**src/include/cpu_config.svh**
```systemverilog
`ifndef CPU_CONFIG_SVH
`define CPU_CONFIG_SVH

// bus widths
`define CPU_DATA_W 8
`define CPU_ADDR_W 16

// idle cycles spent in NOP after reset and per NOP opcode
`define CPU_NOP_DURATION 6

// special registers mapped inside the core
`define CPU_SFR_ACC 8'hE0
`define CPU_SFR_B   8'hF0
`define CPU_SFR_PSW 8'hD0

`endif

```
**src/hdl/cpu_isa_pkg.sv**
```systemverilog
`include "cpu_config.svh"

package cpu_isa_pkg;

    typedef logic [`CPU_DATA_W-1:0] byte_t;

    typedef logic [3:0] phase_t;  // phases left in the current instruction

    typedef enum logic [7:0] {
        OP_NOP       = 8'h00,
        OP_MOV_A_IMM = 8'h74,
        OP_MOV_A_DIR = 8'hE5,
        OP_MOV_DIR_A = 8'hF5,
        OP_ADD_A_IMM = 8'h24,
        OP_ADD_A_DIR = 8'h25,
        OP_ANL_A_IMM = 8'h54,
        OP_ORL_A_IMM = 8'h44,
        OP_XRL_A_IMM = 8'h64
    } opcode_e;

    typedef enum logic [2:0] {
        ALU_PASS = 3'd0,  // result is operand b
        ALU_ADD  = 3'd1,
        ALU_AND  = 3'd2,
        ALU_OR   = 3'd3,
        ALU_XOR  = 3'd4
    } alu_op_e;

    typedef enum logic [1:0] {
        SRC_ACC      = 2'd0,
        SRC_ROM_DATA = 2'd1,
        SRC_RAM_DATA = 2'd2,
        SRC_NONE     = 2'd3
    } src_e;

endpackage

```
**src/hdl/cpu_ctrl_pkg.sv**
```systemverilog
`include "cpu_config.svh"

package cpu_ctrl_pkg;

    typedef logic [`CPU_ADDR_W-1:0] addr_t;

    // one-hot
    typedef enum logic [6:0] {
        ST_NOP        = 7'b000_0001,
        ST_GET_INS    = 7'b000_0010,
        ST_INS_DECODE = 7'b000_0100,
        ST_RAM_READ   = 7'b000_1000,
        ST_ROM_READ   = 7'b001_0000,
        ST_PROCESS    = 7'b010_0000,
        ST_RAM_WRITE  = 7'b100_0000
    } state_e;

    typedef enum logic [2:0] {
        NXT_NOP       = 3'b000,
        NXT_RAM_READ  = 3'b001,
        NXT_ROM_READ  = 3'b010,
        NXT_PROCESS   = 3'b011,
        NXT_RAM_WRITE = 3'b100,
        NXT_GET_INS   = 3'b101
    } next_e;

endpackage

```
**src/hdl/alu.sv**
```systemverilog
`timescale 1ns/1ns

module alu (
    input  cpu_isa_pkg::alu_op_e op,
    input  cpu_isa_pkg::byte_t   a,
    input  cpu_isa_pkg::byte_t   b,
    input  cpu_isa_pkg::byte_t   psw_in,
    output cpu_isa_pkg::byte_t   result,
    output cpu_isa_pkg::byte_t   flags
);

    logic [8:0] sum;
    logic [4:0] low_sum;  // nibble add for aux carry

    assign sum     = {1'b0, a} + {1'b0, b};
    assign low_sum = {1'b0, a[3:0]} + {1'b0, b[3:0]};

    always_comb begin
        result = b;
        flags  = psw_in;
        case (op)
            cpu_isa_pkg::ALU_ADD: begin
                result   = sum[7:0];
                flags[7] = sum[8];  // CY
                flags[6] = low_sum[4];  // AC
                flags[2] = (a[7] == b[7]) && (sum[7] != a[7]);  // OV
            end
            cpu_isa_pkg::ALU_AND: result = a & b;
            cpu_isa_pkg::ALU_OR:  result = a | b;
            cpu_isa_pkg::ALU_XOR: result = a ^ b;
            default: ;
        endcase
    end

endmodule

```
**src/hdl/ins_decoder.sv**
```systemverilog
`timescale 1ns/1ns

module ins_decoder (
    input  cpu_isa_pkg::byte_t   opcode,
    input  cpu_isa_pkg::phase_t  phase,
    output cpu_ctrl_pkg::next_e  next_state,
    output cpu_isa_pkg::phase_t  phase_init,
    output cpu_isa_pkg::alu_op_e alu_op,
    output cpu_isa_pkg::src_e    a_src,
    output cpu_isa_pkg::src_e    b_src
);

    cpu_ctrl_pkg::next_e steps [3];  // phase list in execution order
    cpu_isa_pkg::phase_t left;
    cpu_isa_pkg::phase_t idx;

    always_comb begin
        steps      = '{default: cpu_ctrl_pkg::NXT_GET_INS};
        steps[0]   = cpu_ctrl_pkg::NXT_NOP;  // unknown opcodes idle
        phase_init = cpu_isa_pkg::phase_t'(1);
        alu_op     = cpu_isa_pkg::ALU_PASS;
        a_src      = cpu_isa_pkg::SRC_ACC;
        b_src      = cpu_isa_pkg::SRC_NONE;
        case (opcode)
            cpu_isa_pkg::OP_MOV_A_IMM,
            cpu_isa_pkg::OP_ADD_A_IMM,
            cpu_isa_pkg::OP_ANL_A_IMM,
            cpu_isa_pkg::OP_ORL_A_IMM,
            cpu_isa_pkg::OP_XRL_A_IMM: begin
                steps[0]   = cpu_ctrl_pkg::NXT_ROM_READ;
                steps[1]   = cpu_ctrl_pkg::NXT_PROCESS;
                phase_init = cpu_isa_pkg::phase_t'(2);
                b_src      = cpu_isa_pkg::SRC_ROM_DATA;
            end
            cpu_isa_pkg::OP_MOV_A_DIR,
            cpu_isa_pkg::OP_ADD_A_DIR: begin
                steps[0]   = cpu_ctrl_pkg::NXT_ROM_READ;  // direct address byte
                steps[1]   = cpu_ctrl_pkg::NXT_RAM_READ;
                steps[2]   = cpu_ctrl_pkg::NXT_PROCESS;
                phase_init = cpu_isa_pkg::phase_t'(3);
                b_src      = cpu_isa_pkg::SRC_RAM_DATA;
            end
            cpu_isa_pkg::OP_MOV_DIR_A: begin
                steps[0]   = cpu_ctrl_pkg::NXT_ROM_READ;
                steps[1]   = cpu_ctrl_pkg::NXT_RAM_WRITE;
                phase_init = cpu_isa_pkg::phase_t'(2);
            end
            default: ;
        endcase
        case (opcode)
            cpu_isa_pkg::OP_ADD_A_IMM, cpu_isa_pkg::OP_ADD_A_DIR: alu_op = cpu_isa_pkg::ALU_ADD;
            cpu_isa_pkg::OP_ANL_A_IMM: alu_op = cpu_isa_pkg::ALU_AND;
            cpu_isa_pkg::OP_ORL_A_IMM: alu_op = cpu_isa_pkg::ALU_OR;
            cpu_isa_pkg::OP_XRL_A_IMM: alu_op = cpu_isa_pkg::ALU_XOR;
            default: ;
        endcase
    end

    // phase 0 means the sequencer has not loaded the count yet
    assign left = (phase == '0) ? phase_init : phase;
    assign idx  = phase_init - left;

    assign next_state = (left > phase_init) ? cpu_ctrl_pkg::NXT_GET_INS : steps[idx[1:0]];

endmodule

```
**src/hdl/cpu_sequencer.sv**
```systemverilog
`timescale 1ns/1ns
`include "cpu_config.svh"

module cpu_sequencer (
    input  logic                 clk,
    input  logic                 rst_n,
    input  cpu_ctrl_pkg::next_e  next_state,
    input  cpu_isa_pkg::phase_t  phase_init,
    input  cpu_ctrl_pkg::addr_t  pc,
    input  cpu_isa_pkg::byte_t   direct_addr,
    output cpu_ctrl_pkg::addr_t  addr_bus,
    output logic                 read_en,
    output logic                 write_en,
    output logic                 memory_select,
    output logic                 load_ins,
    output logic                 load_rom,
    output logic                 load_ram,
    output logic                 exec,
    output logic                 ram_write,
    output cpu_isa_pkg::phase_t  phase,
    output cpu_ctrl_pkg::state_e state
);

    localparam int NOP_W = $clog2(`CPU_NOP_DURATION + 1);
    localparam logic [NOP_W-1:0] NOP_LOAD = NOP_W'(`CPU_NOP_DURATION);

    logic [NOP_W-1:0] nop_cnt;
    logic             done;  // strobe cycle of a memory state

    // last phase goes back to fetch
    function automatic cpu_ctrl_pkg::state_e after_phase(input cpu_isa_pkg::phase_t ph);
        if (ph == cpu_isa_pkg::phase_t'(1))
            return cpu_ctrl_pkg::ST_GET_INS;
        return cpu_ctrl_pkg::ST_INS_DECODE;
    endfunction

    always_ff @(posedge clk or negedge rst_n) begin
        if (!rst_n) begin
            state         <= cpu_ctrl_pkg::ST_NOP;
            nop_cnt       <= NOP_LOAD;
            phase         <= '0;
            done          <= 1'b0;
            read_en       <= 1'b0;
            write_en      <= 1'b0;
            memory_select <= 1'b1;
            addr_bus      <= '0;
        end else begin
            read_en  <= 1'b0;
            write_en <= 1'b0;
            done     <= 1'b0;
            case (state)
                cpu_ctrl_pkg::ST_NOP: begin
                    if (nop_cnt == '0) begin
                        state   <= cpu_ctrl_pkg::ST_GET_INS;
                        nop_cnt <= NOP_LOAD;
                    end else begin
                        nop_cnt <= nop_cnt - 1'b1;
                    end
                end
                cpu_ctrl_pkg::ST_GET_INS: begin
                    phase         <= '0;
                    memory_select <= 1'b0;
                    if (done) begin
                        state <= cpu_ctrl_pkg::ST_INS_DECODE;
                    end else begin
                        addr_bus <= pc;
                        read_en  <= 1'b1;
                        done     <= 1'b1;
                    end
                end
                cpu_ctrl_pkg::ST_INS_DECODE: begin
                    if (phase == '0)
                        phase <= phase_init;  // first decode of this opcode
                    case (next_state)
                        cpu_ctrl_pkg::NXT_RAM_READ:  state <= cpu_ctrl_pkg::ST_RAM_READ;
                        cpu_ctrl_pkg::NXT_ROM_READ:  state <= cpu_ctrl_pkg::ST_ROM_READ;
                        cpu_ctrl_pkg::NXT_PROCESS:   state <= cpu_ctrl_pkg::ST_PROCESS;
                        cpu_ctrl_pkg::NXT_RAM_WRITE: state <= cpu_ctrl_pkg::ST_RAM_WRITE;
                        cpu_ctrl_pkg::NXT_GET_INS:   state <= cpu_ctrl_pkg::ST_GET_INS;
                        default:                     state <= cpu_ctrl_pkg::ST_NOP;
                    endcase
                end
                cpu_ctrl_pkg::ST_ROM_READ: begin
                    memory_select <= 1'b0;
                    if (done) begin
                        state <= after_phase(phase);
                        phase <= phase - 1'b1;
                    end else begin
                        addr_bus <= pc;  // operand follows opcode
                        read_en  <= 1'b1;
                        done     <= 1'b1;
                    end
                end
                cpu_ctrl_pkg::ST_RAM_READ: begin
                    memory_select <= 1'b1;
                    if (done) begin
                        state <= after_phase(phase);
                        phase <= phase - 1'b1;
                    end else begin
                        addr_bus <= cpu_ctrl_pkg::addr_t'(direct_addr);
                        read_en  <= 1'b1;
                        done     <= 1'b1;
                    end
                end
                cpu_ctrl_pkg::ST_RAM_WRITE: begin
                    memory_select <= 1'b1;
                    if (done) begin
                        state <= after_phase(phase);
                        phase <= phase - 1'b1;
                    end else begin
                        addr_bus <= cpu_ctrl_pkg::addr_t'(direct_addr);
                        write_en <= 1'b1;
                        done     <= 1'b1;
                    end
                end
                cpu_ctrl_pkg::ST_PROCESS: begin
                    state <= after_phase(phase);
                    phase <= phase - 1'b1;
                end
                default: state <= cpu_ctrl_pkg::ST_NOP;  // lost one-hot
            endcase
        end
    end

    // strobes line up with read_en / write_en
    assign load_ins  = (state == cpu_ctrl_pkg::ST_GET_INS) && done;
    assign load_rom  = (state == cpu_ctrl_pkg::ST_ROM_READ) && done;
    assign load_ram  = (state == cpu_ctrl_pkg::ST_RAM_READ) && done;
    assign ram_write = (state == cpu_ctrl_pkg::ST_RAM_WRITE) && done;
    assign exec      = (state == cpu_ctrl_pkg::ST_PROCESS);

endmodule

```
**src/hdl/datapath.sv**
```systemverilog
`timescale 1ns/1ns
`include "cpu_config.svh"

module datapath (
    input  logic                clk,
    input  logic                rst_n,
    input  logic                load_ins,
    input  logic                load_rom,
    input  logic                load_ram,
    input  logic                exec,
    input  logic                ram_write,
    input  cpu_isa_pkg::byte_t  rd_data,
    input  cpu_isa_pkg::src_e   a_src,
    input  cpu_isa_pkg::src_e   b_src,
    input  cpu_isa_pkg::byte_t  alu_result,
    input  cpu_isa_pkg::byte_t  alu_flags,
    output cpu_isa_pkg::byte_t  opcode,
    output cpu_ctrl_pkg::addr_t pc,
    output cpu_isa_pkg::byte_t  direct_addr,
    output cpu_isa_pkg::byte_t  psw,
    output cpu_isa_pkg::byte_t  alu_a,
    output cpu_isa_pkg::byte_t  alu_b,
    output cpu_isa_pkg::byte_t  wr_data
);

    cpu_isa_pkg::byte_t acc;
    cpu_isa_pkg::byte_t b;
    cpu_isa_pkg::byte_t ram_data;
    cpu_isa_pkg::byte_t ram_rd;

    function automatic cpu_isa_pkg::byte_t pick(input cpu_isa_pkg::src_e src,
                                                input cpu_isa_pkg::byte_t acc_v,
                                                input cpu_isa_pkg::byte_t rom_v,
                                                input cpu_isa_pkg::byte_t ram_v);
        case (src)
            cpu_isa_pkg::SRC_ACC:      return acc_v;
            cpu_isa_pkg::SRC_ROM_DATA: return rom_v;
            cpu_isa_pkg::SRC_RAM_DATA: return ram_v;
            default:                   return '0;
        endcase
    endfunction

    assign alu_a   = pick(a_src, acc, direct_addr, ram_data);
    assign alu_b   = pick(b_src, acc, direct_addr, ram_data);
    assign wr_data = alu_a;

    // sfr addresses never reach the external bus data
    always_comb begin
        case (direct_addr)
            `CPU_SFR_ACC: ram_rd = acc;
            `CPU_SFR_B:   ram_rd = b;
            `CPU_SFR_PSW: ram_rd = psw;
            default:      ram_rd = rd_data;
        endcase
    end

    // rom operand byte doubles as the direct address
    always_ff @(posedge clk) begin
        if (load_ins)
            opcode <= rd_data;
        if (load_rom)
            direct_addr <= rd_data;
        if (load_ram)
            ram_data <= ram_rd;
    end

    always_ff @(posedge clk or negedge rst_n) begin
        if (!rst_n) begin
            acc <= '0;
            b   <= '0;
            psw <= '0;
            pc  <= '0;
        end else begin
            if (load_ins || load_rom)
                pc <= pc + cpu_ctrl_pkg::addr_t'(1);
            if (exec) begin
                acc <= alu_result;
                psw <= {alu_flags[7:1], ^alu_result};  // parity of new A
            end else if (ram_write) begin
                case (direct_addr)
                    `CPU_SFR_ACC: begin
                        acc    <= wr_data;
                        psw[0] <= ^wr_data;
                    end
                    `CPU_SFR_B:   b   <= wr_data;
                    `CPU_SFR_PSW: psw <= wr_data;
                    default: ;
                endcase
            end
        end
    end

endmodule

```
**src/hdl/cpu_top.sv**
```systemverilog
`timescale 1ns/1ns

module cpu_top (
    input  logic                 clk,
    input  logic                 rst_n,
    output cpu_ctrl_pkg::addr_t  addr_bus,
    output logic                 read_en,
    output logic                 write_en,
    output logic                 memory_select,  // 0 rom, 1 ram
    output cpu_isa_pkg::byte_t   wr_data,
    input  cpu_isa_pkg::byte_t   rd_data
);

    cpu_ctrl_pkg::next_e  next_state;
    cpu_isa_pkg::phase_t  phase_init;
    cpu_isa_pkg::phase_t  phase;
    cpu_isa_pkg::alu_op_e alu_op;
    cpu_isa_pkg::src_e    a_src;
    cpu_isa_pkg::src_e    b_src;
    cpu_ctrl_pkg::addr_t  pc;
    cpu_isa_pkg::byte_t   direct_addr;
    cpu_isa_pkg::byte_t   opcode;
    cpu_isa_pkg::byte_t   psw;
    cpu_isa_pkg::byte_t   alu_a;
    cpu_isa_pkg::byte_t   alu_b;
    cpu_isa_pkg::byte_t   alu_result;
    cpu_isa_pkg::byte_t   alu_flags;
    logic                 load_ins;
    logic                 load_rom;
    logic                 load_ram;
    logic                 exec;
    logic                 ram_write;

    cpu_sequencer sequencer_i (
        .clk           (clk),
        .rst_n         (rst_n),
        .next_state    (next_state),
        .phase_init    (phase_init),
        .pc            (pc),
        .direct_addr   (direct_addr),
        .addr_bus      (addr_bus),
        .read_en       (read_en),
        .write_en      (write_en),
        .memory_select (memory_select),
        .load_ins      (load_ins),
        .load_rom      (load_rom),
        .load_ram      (load_ram),
        .exec          (exec),
        .ram_write     (ram_write),
        .phase         (phase),
        .state         ()
    );

    ins_decoder decoder_i (
        .opcode     (opcode),
        .phase      (phase),
        .next_state (next_state),
        .phase_init (phase_init),
        .alu_op     (alu_op),
        .a_src      (a_src),
        .b_src      (b_src)
    );

    datapath datapath_i (
        .clk         (clk),
        .rst_n       (rst_n),
        .load_ins    (load_ins),
        .load_rom    (load_rom),
        .load_ram    (load_ram),
        .exec        (exec),
        .ram_write   (ram_write),
        .rd_data     (rd_data),
        .a_src       (a_src),
        .b_src       (b_src),
        .alu_result  (alu_result),
        .alu_flags   (alu_flags),
        .opcode      (opcode),
        .pc          (pc),
        .direct_addr (direct_addr),
        .psw         (psw),
        .alu_a       (alu_a),
        .alu_b       (alu_b),
        .wr_data     (wr_data)
    );

    alu alu_i (
        .op     (alu_op),
        .a      (alu_a),
        .b      (alu_b),
        .psw_in (psw),
        .result (alu_result),
        .flags  (alu_flags)
    );

endmodule

```
**config.mk**
```make
export PLATFORM = sky130hd
export DESIGN_NAME = cpu_top
export DESIGN_NICKNAME = d
export VERILOG_FILES = /design/src/hdl/cpu_isa_pkg.sv /design/src/hdl/cpu_ctrl_pkg.sv /design/src/hdl/alu.sv /design/src/hdl/ins_decoder.sv /design/src/hdl/cpu_sequencer.sv /design/src/hdl/datapath.sv /design/src/hdl/cpu_top.sv
export VERILOG_INCLUDE_DIRS = /design/src /design/src/include
export SDC_FILE = /design/constraint.sdc
export NUM_CORES = 1
export LEC_CHECK = 0
export BUFFER_PORTS_ARGS = -buffer_cell sky130_fd_sc_hd__buf_2
export CORE_ASPECT_RATIO = 0.9
export CORE_MARGIN = 1
export CORE_UTILIZATION = 50
export CTS_CLUSTER_SIZE = 10
export DETAILED_ROUTE_END_ITERATION = 16
export PLACE_DENSITY = 0.74
export RECOVER_POWER = 50
export SLEW_MARGIN = 10
export SYNTH_ARGS = -nofsm -noshare
export SYNTH_HDL_FRONTEND = slang
export SYNTH_SLANG_ARGS = --single-unit
```
**constraint.sdc**
```tcl
create_clock -name clk -period 7.4 [get_ports clk]
set_input_delay 1.48 -clock clk [delete_from_list [all_inputs] [get_ports clk]]
set_output_delay 1.48 -clock clk [all_outputs]
set_load 0.05 [all_outputs]
```
; ---- After elaboration in Yosys (flattened, before gate mapping)
; Cells that the tools add are included.
[classes]
order_cmp = 2
shifts = 0
addsub = 6
mux = 48
eq_ne = 41
div = 0
reduce_logical = 32
n_mul = 0
bitwise = 5
[ops]
columns = op, n
row1 = $mux W7, 11
row2 = $pmux W7 S7, 1
row3 = $pmux W8 S3, 2
row4 = $eq A8 B8 Y1 const B, 5
row5 = $pmux W7 S5, 1
row6 = $eq A8 B7 Y1 const B, 4
row7 = $mux W16, 2
row8 = $pmux W16 S2, 1
row9 = $pmux W8 S4, 1
row10 = $add A16 B1 Y16 const B, 1
row11 = $eq A8 B6 Y1 const B, 2
row12 = $mux W8, 2
row13 = $pmux W4 S4, 1
row14 = $reduce_xor A8 Y1, 2
row15 = $mux W3, 5
row16 = $pmux W5 S3, 1
row17 = $ne A2 B1 Y1 const B, 7
row18 = $eq A3 B2 Y1 const B, 4
row19 = $pmux W3 S4, 1
row20 = $reduce_and A3 Y1, 4
row21 = $mux W1, 11
row22 = $add A8 B8 Y9, 1
row23 = $eq A3 B3 Y1 const B, 3
row24 = $and A8 B8 Y8, 1
row25 = 44 further kinds, 60
[totals]
rom_bits = 0
in_bits = 10
n_memories = 0
out_inout_bits = 27
mem_bits_rw = 0
latchBits = 0
regBits = 98

; ---- Longest topological paths before layout
[logic_depth]
ltp_word = 13
mapped_depth = 22
mapped_depth_nobuf = 20

; ---- Modules after synthesis
; From an unflattened synthesis, not the netlist that was laid out.
[unflattened]
cells_unflattened = 705
hier_area_um2 = 6585.1
[modules_own_cells]
columns = module, area_per_inst_um2, cells_per_inst, n_inst, seq_area_each_um2
row1 = datapath, 3440.8, 310, 1, 1721.7
row2 = cpu_sequencer, 1771.7, 199, 1, 855.8
row3 = alu, 959.7, 138, 1, 0.0
row4 = ins_decoder, 412.9, 58, 1, 0.0

; ---- Least setup slack after synthesis
; Ideal clock, no wire load.
[synth_path]
path_kind = flip-flop to flip-flop
startpoint = reg datapath_i.opcode[1]
endpoint = reg datapath_i.psw[0]
setup_time_ns = 0.065
path_slack_ns = 3.290
n_path_buf = 1
path_stages_with_launch = 19
t_arrival_ns = 4.045
path_cell_list = edfxtp_1 -> or3b_2 -> nor3_2 -> inv_1 -> ha_1 -> buf_2 -> nor2_1 -> ha_1 -> inv_1 -> fa_1 -> nand3b_1 -> nand2_1 -> xnor2_1 -> o221a_2 -> xor2_1 -> nand4_1 -> a41oi_1 -> nor4_1 -> nand2_1
[synth_via]
elab_chain_cells = 9
[synth_lines]
columns = element, line_no
row1 = "start, declared", datapath.sv:17  ; output cpu_isa_pkg::byte_t opcode,
row2 = "start signal, assigned", datapath.sv:60  ; opcode <= rd_data;
row3 = "$eq A8 B7 Y1, or another cell as far along", ins_decoder.sv:24  ; case (opcode)
row4 = $reduce_or A5 Y1 / $reduce_or A2 Y1 (equally long branches), ins_decoder.sv:24
row5 = $pmux W2 S2, ins_decoder.sv:24
row6 = "$eq A2 B2 Y1, or another cell as far along", datapath.sv:35  ; case (src)
row7 = $pmux W8 S3, datapath.sv:35
row8 = "$add A8 B8 Y9, or another cell as far along", alu.sv:15  ; assign sum = {1'b0, a} + {1'b0, b};
row9 = $pmux W8 S4 *, alu.sv:21  ; case (op)
row10 = $reduce_xor A8 Y1 *, datapath.sv:78  ; psw <= {alu_flags[7:1], ^alu_result};
row11 = $mux W8 *, datapath.sv:76  ; if (exec) begin
row12 = "end signal, assigned", datapath.sv:78
row13 = "end signal, assigned", datapath.sv:83  ; psw[0] <= ^wr_data;
row14 = "end signal, assigned", datapath.sv:86  ; `CPU_SFR_PSW: psw <= wr_data;
row15 = "end, declared", datapath.sv:20  ; output cpu_isa_pkg::byte_t psw,
; Mark *: on every way between the ends. The rest lies on a longest branch, timed or not.
; A chain may end at the register's enable or synchronous reset.

; ---- Final worst setup path
[layout_path]
startpoint = reg datapath_i.opcode[4]
endpoint = reg datapath_i.psw[0]
; Same word-level chain as after synthesis.

==> results.toml <==
[detailed_routing]
avgViaCountPerCell = 6.03
routed_wl_um = 15100
drtAntennaViolNets = 0
drt-pass1-iter-count = 6
remaining_drc_errors = 0
routedWlPerCell_um = 18.4
dr_total_vias = 4934
drt_iter0_drc = 402

[synth]
yosys.area.top_type = "dfrtp_1"
synth_edf_count = 24
yosysMostFrequentCell = "nand2_1"
yosys-top-cells-count = "75 x nand2_1, 70 x dfrtp_1, 48 x o21ai_0"
synth.area.top_cells = "dfrtp_1 29%, edfxtp_1 12%, ha_1 6.2%"
synth_top_cell_area_share_pct = 29.1
synth_nets = 677
synth_area_mm2 = 0.00603
syn_inst = 636
synth_seq_cells = 98
synthArstFlopShare_pct = 75.5
synthDistinctLibCells = 69
yosysWarnings = 0
seq_area_frac_synth_pct = 42.8
postSynthAreaPerCell_um2 = 9.47
ys.flop_type = "dfrtp_1"

[worst_setup_path]
critPathRequiredTime_ps = 7680
end_kind = "flip-flop"
worst_setup_path_start_kind = "flip-flop"
critPathArrivalTime_ps = 5480
setup.worst_path.class = "flip-flop to flip-flop"
worstPathMaxFanout = 20
crit_path_start = "datapath_i.opcode[4]"
r2r_start = "datapath_i.opcode[4]"

[pwr]
max-vdd-ir-drop_uv = 110
power.total_mw = 1.36
power.leakage_nw = 2.80
powerDensity_mw_per_mm2 = 207

[cts]
htree_levels = 3
cts_tree = "built"
post_cts_resized = 0
worstSkewPairLatency_ps = 340
cts_buffer_depth = 2
cts_buffers = 9
clkSlewWorstSetupHoldPaths_ps = 70
cts_setup_buffers = 0
cts.sinks = 98
hold_buffers = 0
root_buffer = "clkbuf_16"

[layout]
final_util_pct = 56.5
finalNonFillerCells = 818
area_delta_synth_final_pct = 8.58
drive_above_1_share_pct = 13.0
nets = 698
fillers = 1010
n_antenna_cell = 0
fin_area_mm2 = 0.00654

[place]
place_inst = 802
gp_congestion = 0.934
portBuffers = 36
dp_hpwl_um = 11000
preCtsSetupSlack_ps = 2380
post_dp_cell_area_mm2 = 0.00630

[timing]
max_slew_margin_pct = -162
fin_crit_ps = 5200
setup_slack_ps = 2200
maxSlewViolCount = 75
setup_tns_ps = 0
fmax_mhz = 192
period_share_pct = 70.3
hold_violations = 0
finalClockSkew_ps = 5.39
holdWs_ps = 464
rsz0062_at_grt = "false"
finalSetupViolations = 0
worst_pin_slew_ps = 3930

[die]
start_util_pct = 52.1
die_x_um = 118
rows = 37
dieArea_mm2 = 0.0125
fp.coreArea_mm2 = 0.0116
ios = 37
die_y_um = 106

[global_routing]
grt_first_pass_wirelength_um = 24600
track_usage_pct = 25.3
antenna_found_initial = 0
grt_pass1_vias = 4699
grt_max_degree = 75
grt-ovfl-total = 0

[status]
violations = "capacitance limit, slew limit"
status = "finished, violations left"

[min_path]
hold_path.class = "flip-flop to flip-flop"
hold_path_startpoint = "sequencer_i.addr_bus[8]"

[run]
max_cap_violations = 1
==> path summary, 6_finish.rpt <==
kind                                      endpoint  slack [ps]  cells past startpoint
min in group asynchronous        datapath_i.acc[0]        2490                      1
max                              datapath_i.psw[0]        2200                     19
min                        sequencer_i.addr_bus[8]         460                      2
max in group asynchronous          datapath_i.b[0]        2660                      1
max reg2reg                      datapath_i.psw[0]        2200                     19
min reg2reg                sequencer_i.addr_bus[8]         460                      2
==> power by group <==
group          switching, mW  total [mW]  leakage (nW)  internal (mW)
Sequential            0.0295       0.624          1.22          0.594
Combinational          0.195       0.300          1.44          0.106
Clock                  0.202       0.432         0.131          0.230
Total                  0.427        1.36          2.80          0.930
==> worst max-delay path: stages (launching register included) <==
cell	delay, ps
edfxtp_1	640
nor2b_1	600
o211ai_1	290
inv_1	160
ha_1	330
a21o_1	160
a22oi_1	60
nor2_1	300
ha_1	240
inv_1	60
fa_1	420
nand3b_1	250
nand2_1	110
xnor2_1	120
o221a_2	270
xor2_1	480
nand4_1	190
a41oi_1	300
nor4_1	90
nand2_1	70
==> flip-flops by register name (all words and copies together), names as in the netlist <==
register / flops
datapath_i.ram_data: 8
datapath_i.direct_addr: 8
sequencer_i.addr_bus: 16
sequencer_i.write_en: 1
sequencer_i.done: 1
datapath_i.acc: 8
sequencer_i.phase: 4
sequencer_i.nop_cnt: 3
datapath_i.opcode: 8
sequencer_i.state: 7
datapath_i.pc: 16
datapath_i.b: 8
sequencer_i.read_en: 1
datapath_i.psw: 8
sequencer_i.memory_select: 1
==> cell type report <==
cell class	instances	area, µm²	share of cell area, %
multi-input cells	478	3200	48.9
flip-flops and latches	98	2580	39.4
clock buffers	12	236	3.61
well taps	156	195	2.98
repair buffers	38	184	2.81
inverters	32	120	1.84
clock inverters	4	27.5	0.421
==> layer usage <==
layer  part of all wire [%]  wire, µm  up-vias  GRT usage (%)
met5                      0         0        -              0
met4                    1.5       230        0           8.24
met3                    6.5       976       26           4.08
met2                     47      7100      220           41.0
met1                     45      6760     2363           34.7
li1                       -         -     2325              -
==> cell usage in the layout (no fill, tap or decap), types with 3 or more instances in the layout <==
| cell type | Yosys | final |
|---|---|---|
| or3_1 | 3 | 3 |
| a22oi_1 | 16 | 16 |
| xnor2_1 | 24 | 24 |
| or2_2 | 3 | 3 |
| nor3_1 | 8 | 9 |
| clkbuf_16 | 0 | 9 |
| a21oi_1 | 26 | 26 |
| clkbuf_1 | 15 | 12 |
| xor2_1 | 10 | 10 |
| dfrtp_1 | 70 | 70 |
| a211oi_1 | 5 | 5 |
| a21o_1 | 9 | 9 |
| o32ai_1 | 5 | 5 |
| nor2_1 | 38 | 38 |
| and3_1 | 6 | 6 |
| o221a_2 | 3 | 3 |
| nand4_1 | 16 | 16 |
| inv_1 | 31 | 31 |
| buf_2 | 13 | 27 |
| nand3_1 | 32 | 32 |
| o211ai_1 | 3 | 3 |
| dfstp_2 | 4 | 4 |
| o21ai_1 | 6 | 6 |
| nand2_1 | 75 | 75 |
| nand3b_1 | 3 | 3 |
| a41oi_1 | 4 | 4 |
| mux2i_1 | 8 | 8 |
| nor4_1 | 4 | 4 |
| o21ai_0 | 48 | 48 |
| and2_1 | 11 | 10 |
| edfxtp_1 | 24 | 24 |
| ha_1 | 30 | 30 |
| nor2b_1 | 16 | 16 |
| mux2_2 | 13 | 13 |
| a31oi_1 | 10 | 10 |
==> cell families after synthesis <==
family | after synthesis | synth area share (%)
and+or+nand+nor | 237 | 20.6
AOI/OAI and AO/OA | 154 | 17.1
DFF | 98 | 42.8
buffers and inverters | 60 | 4.01
xor gates and xnor gates | 35 | 5.21
adders and majority gates | 31 | 6.56
muxes | 21 | 3.76
Power figures use the tool's default switching activity.
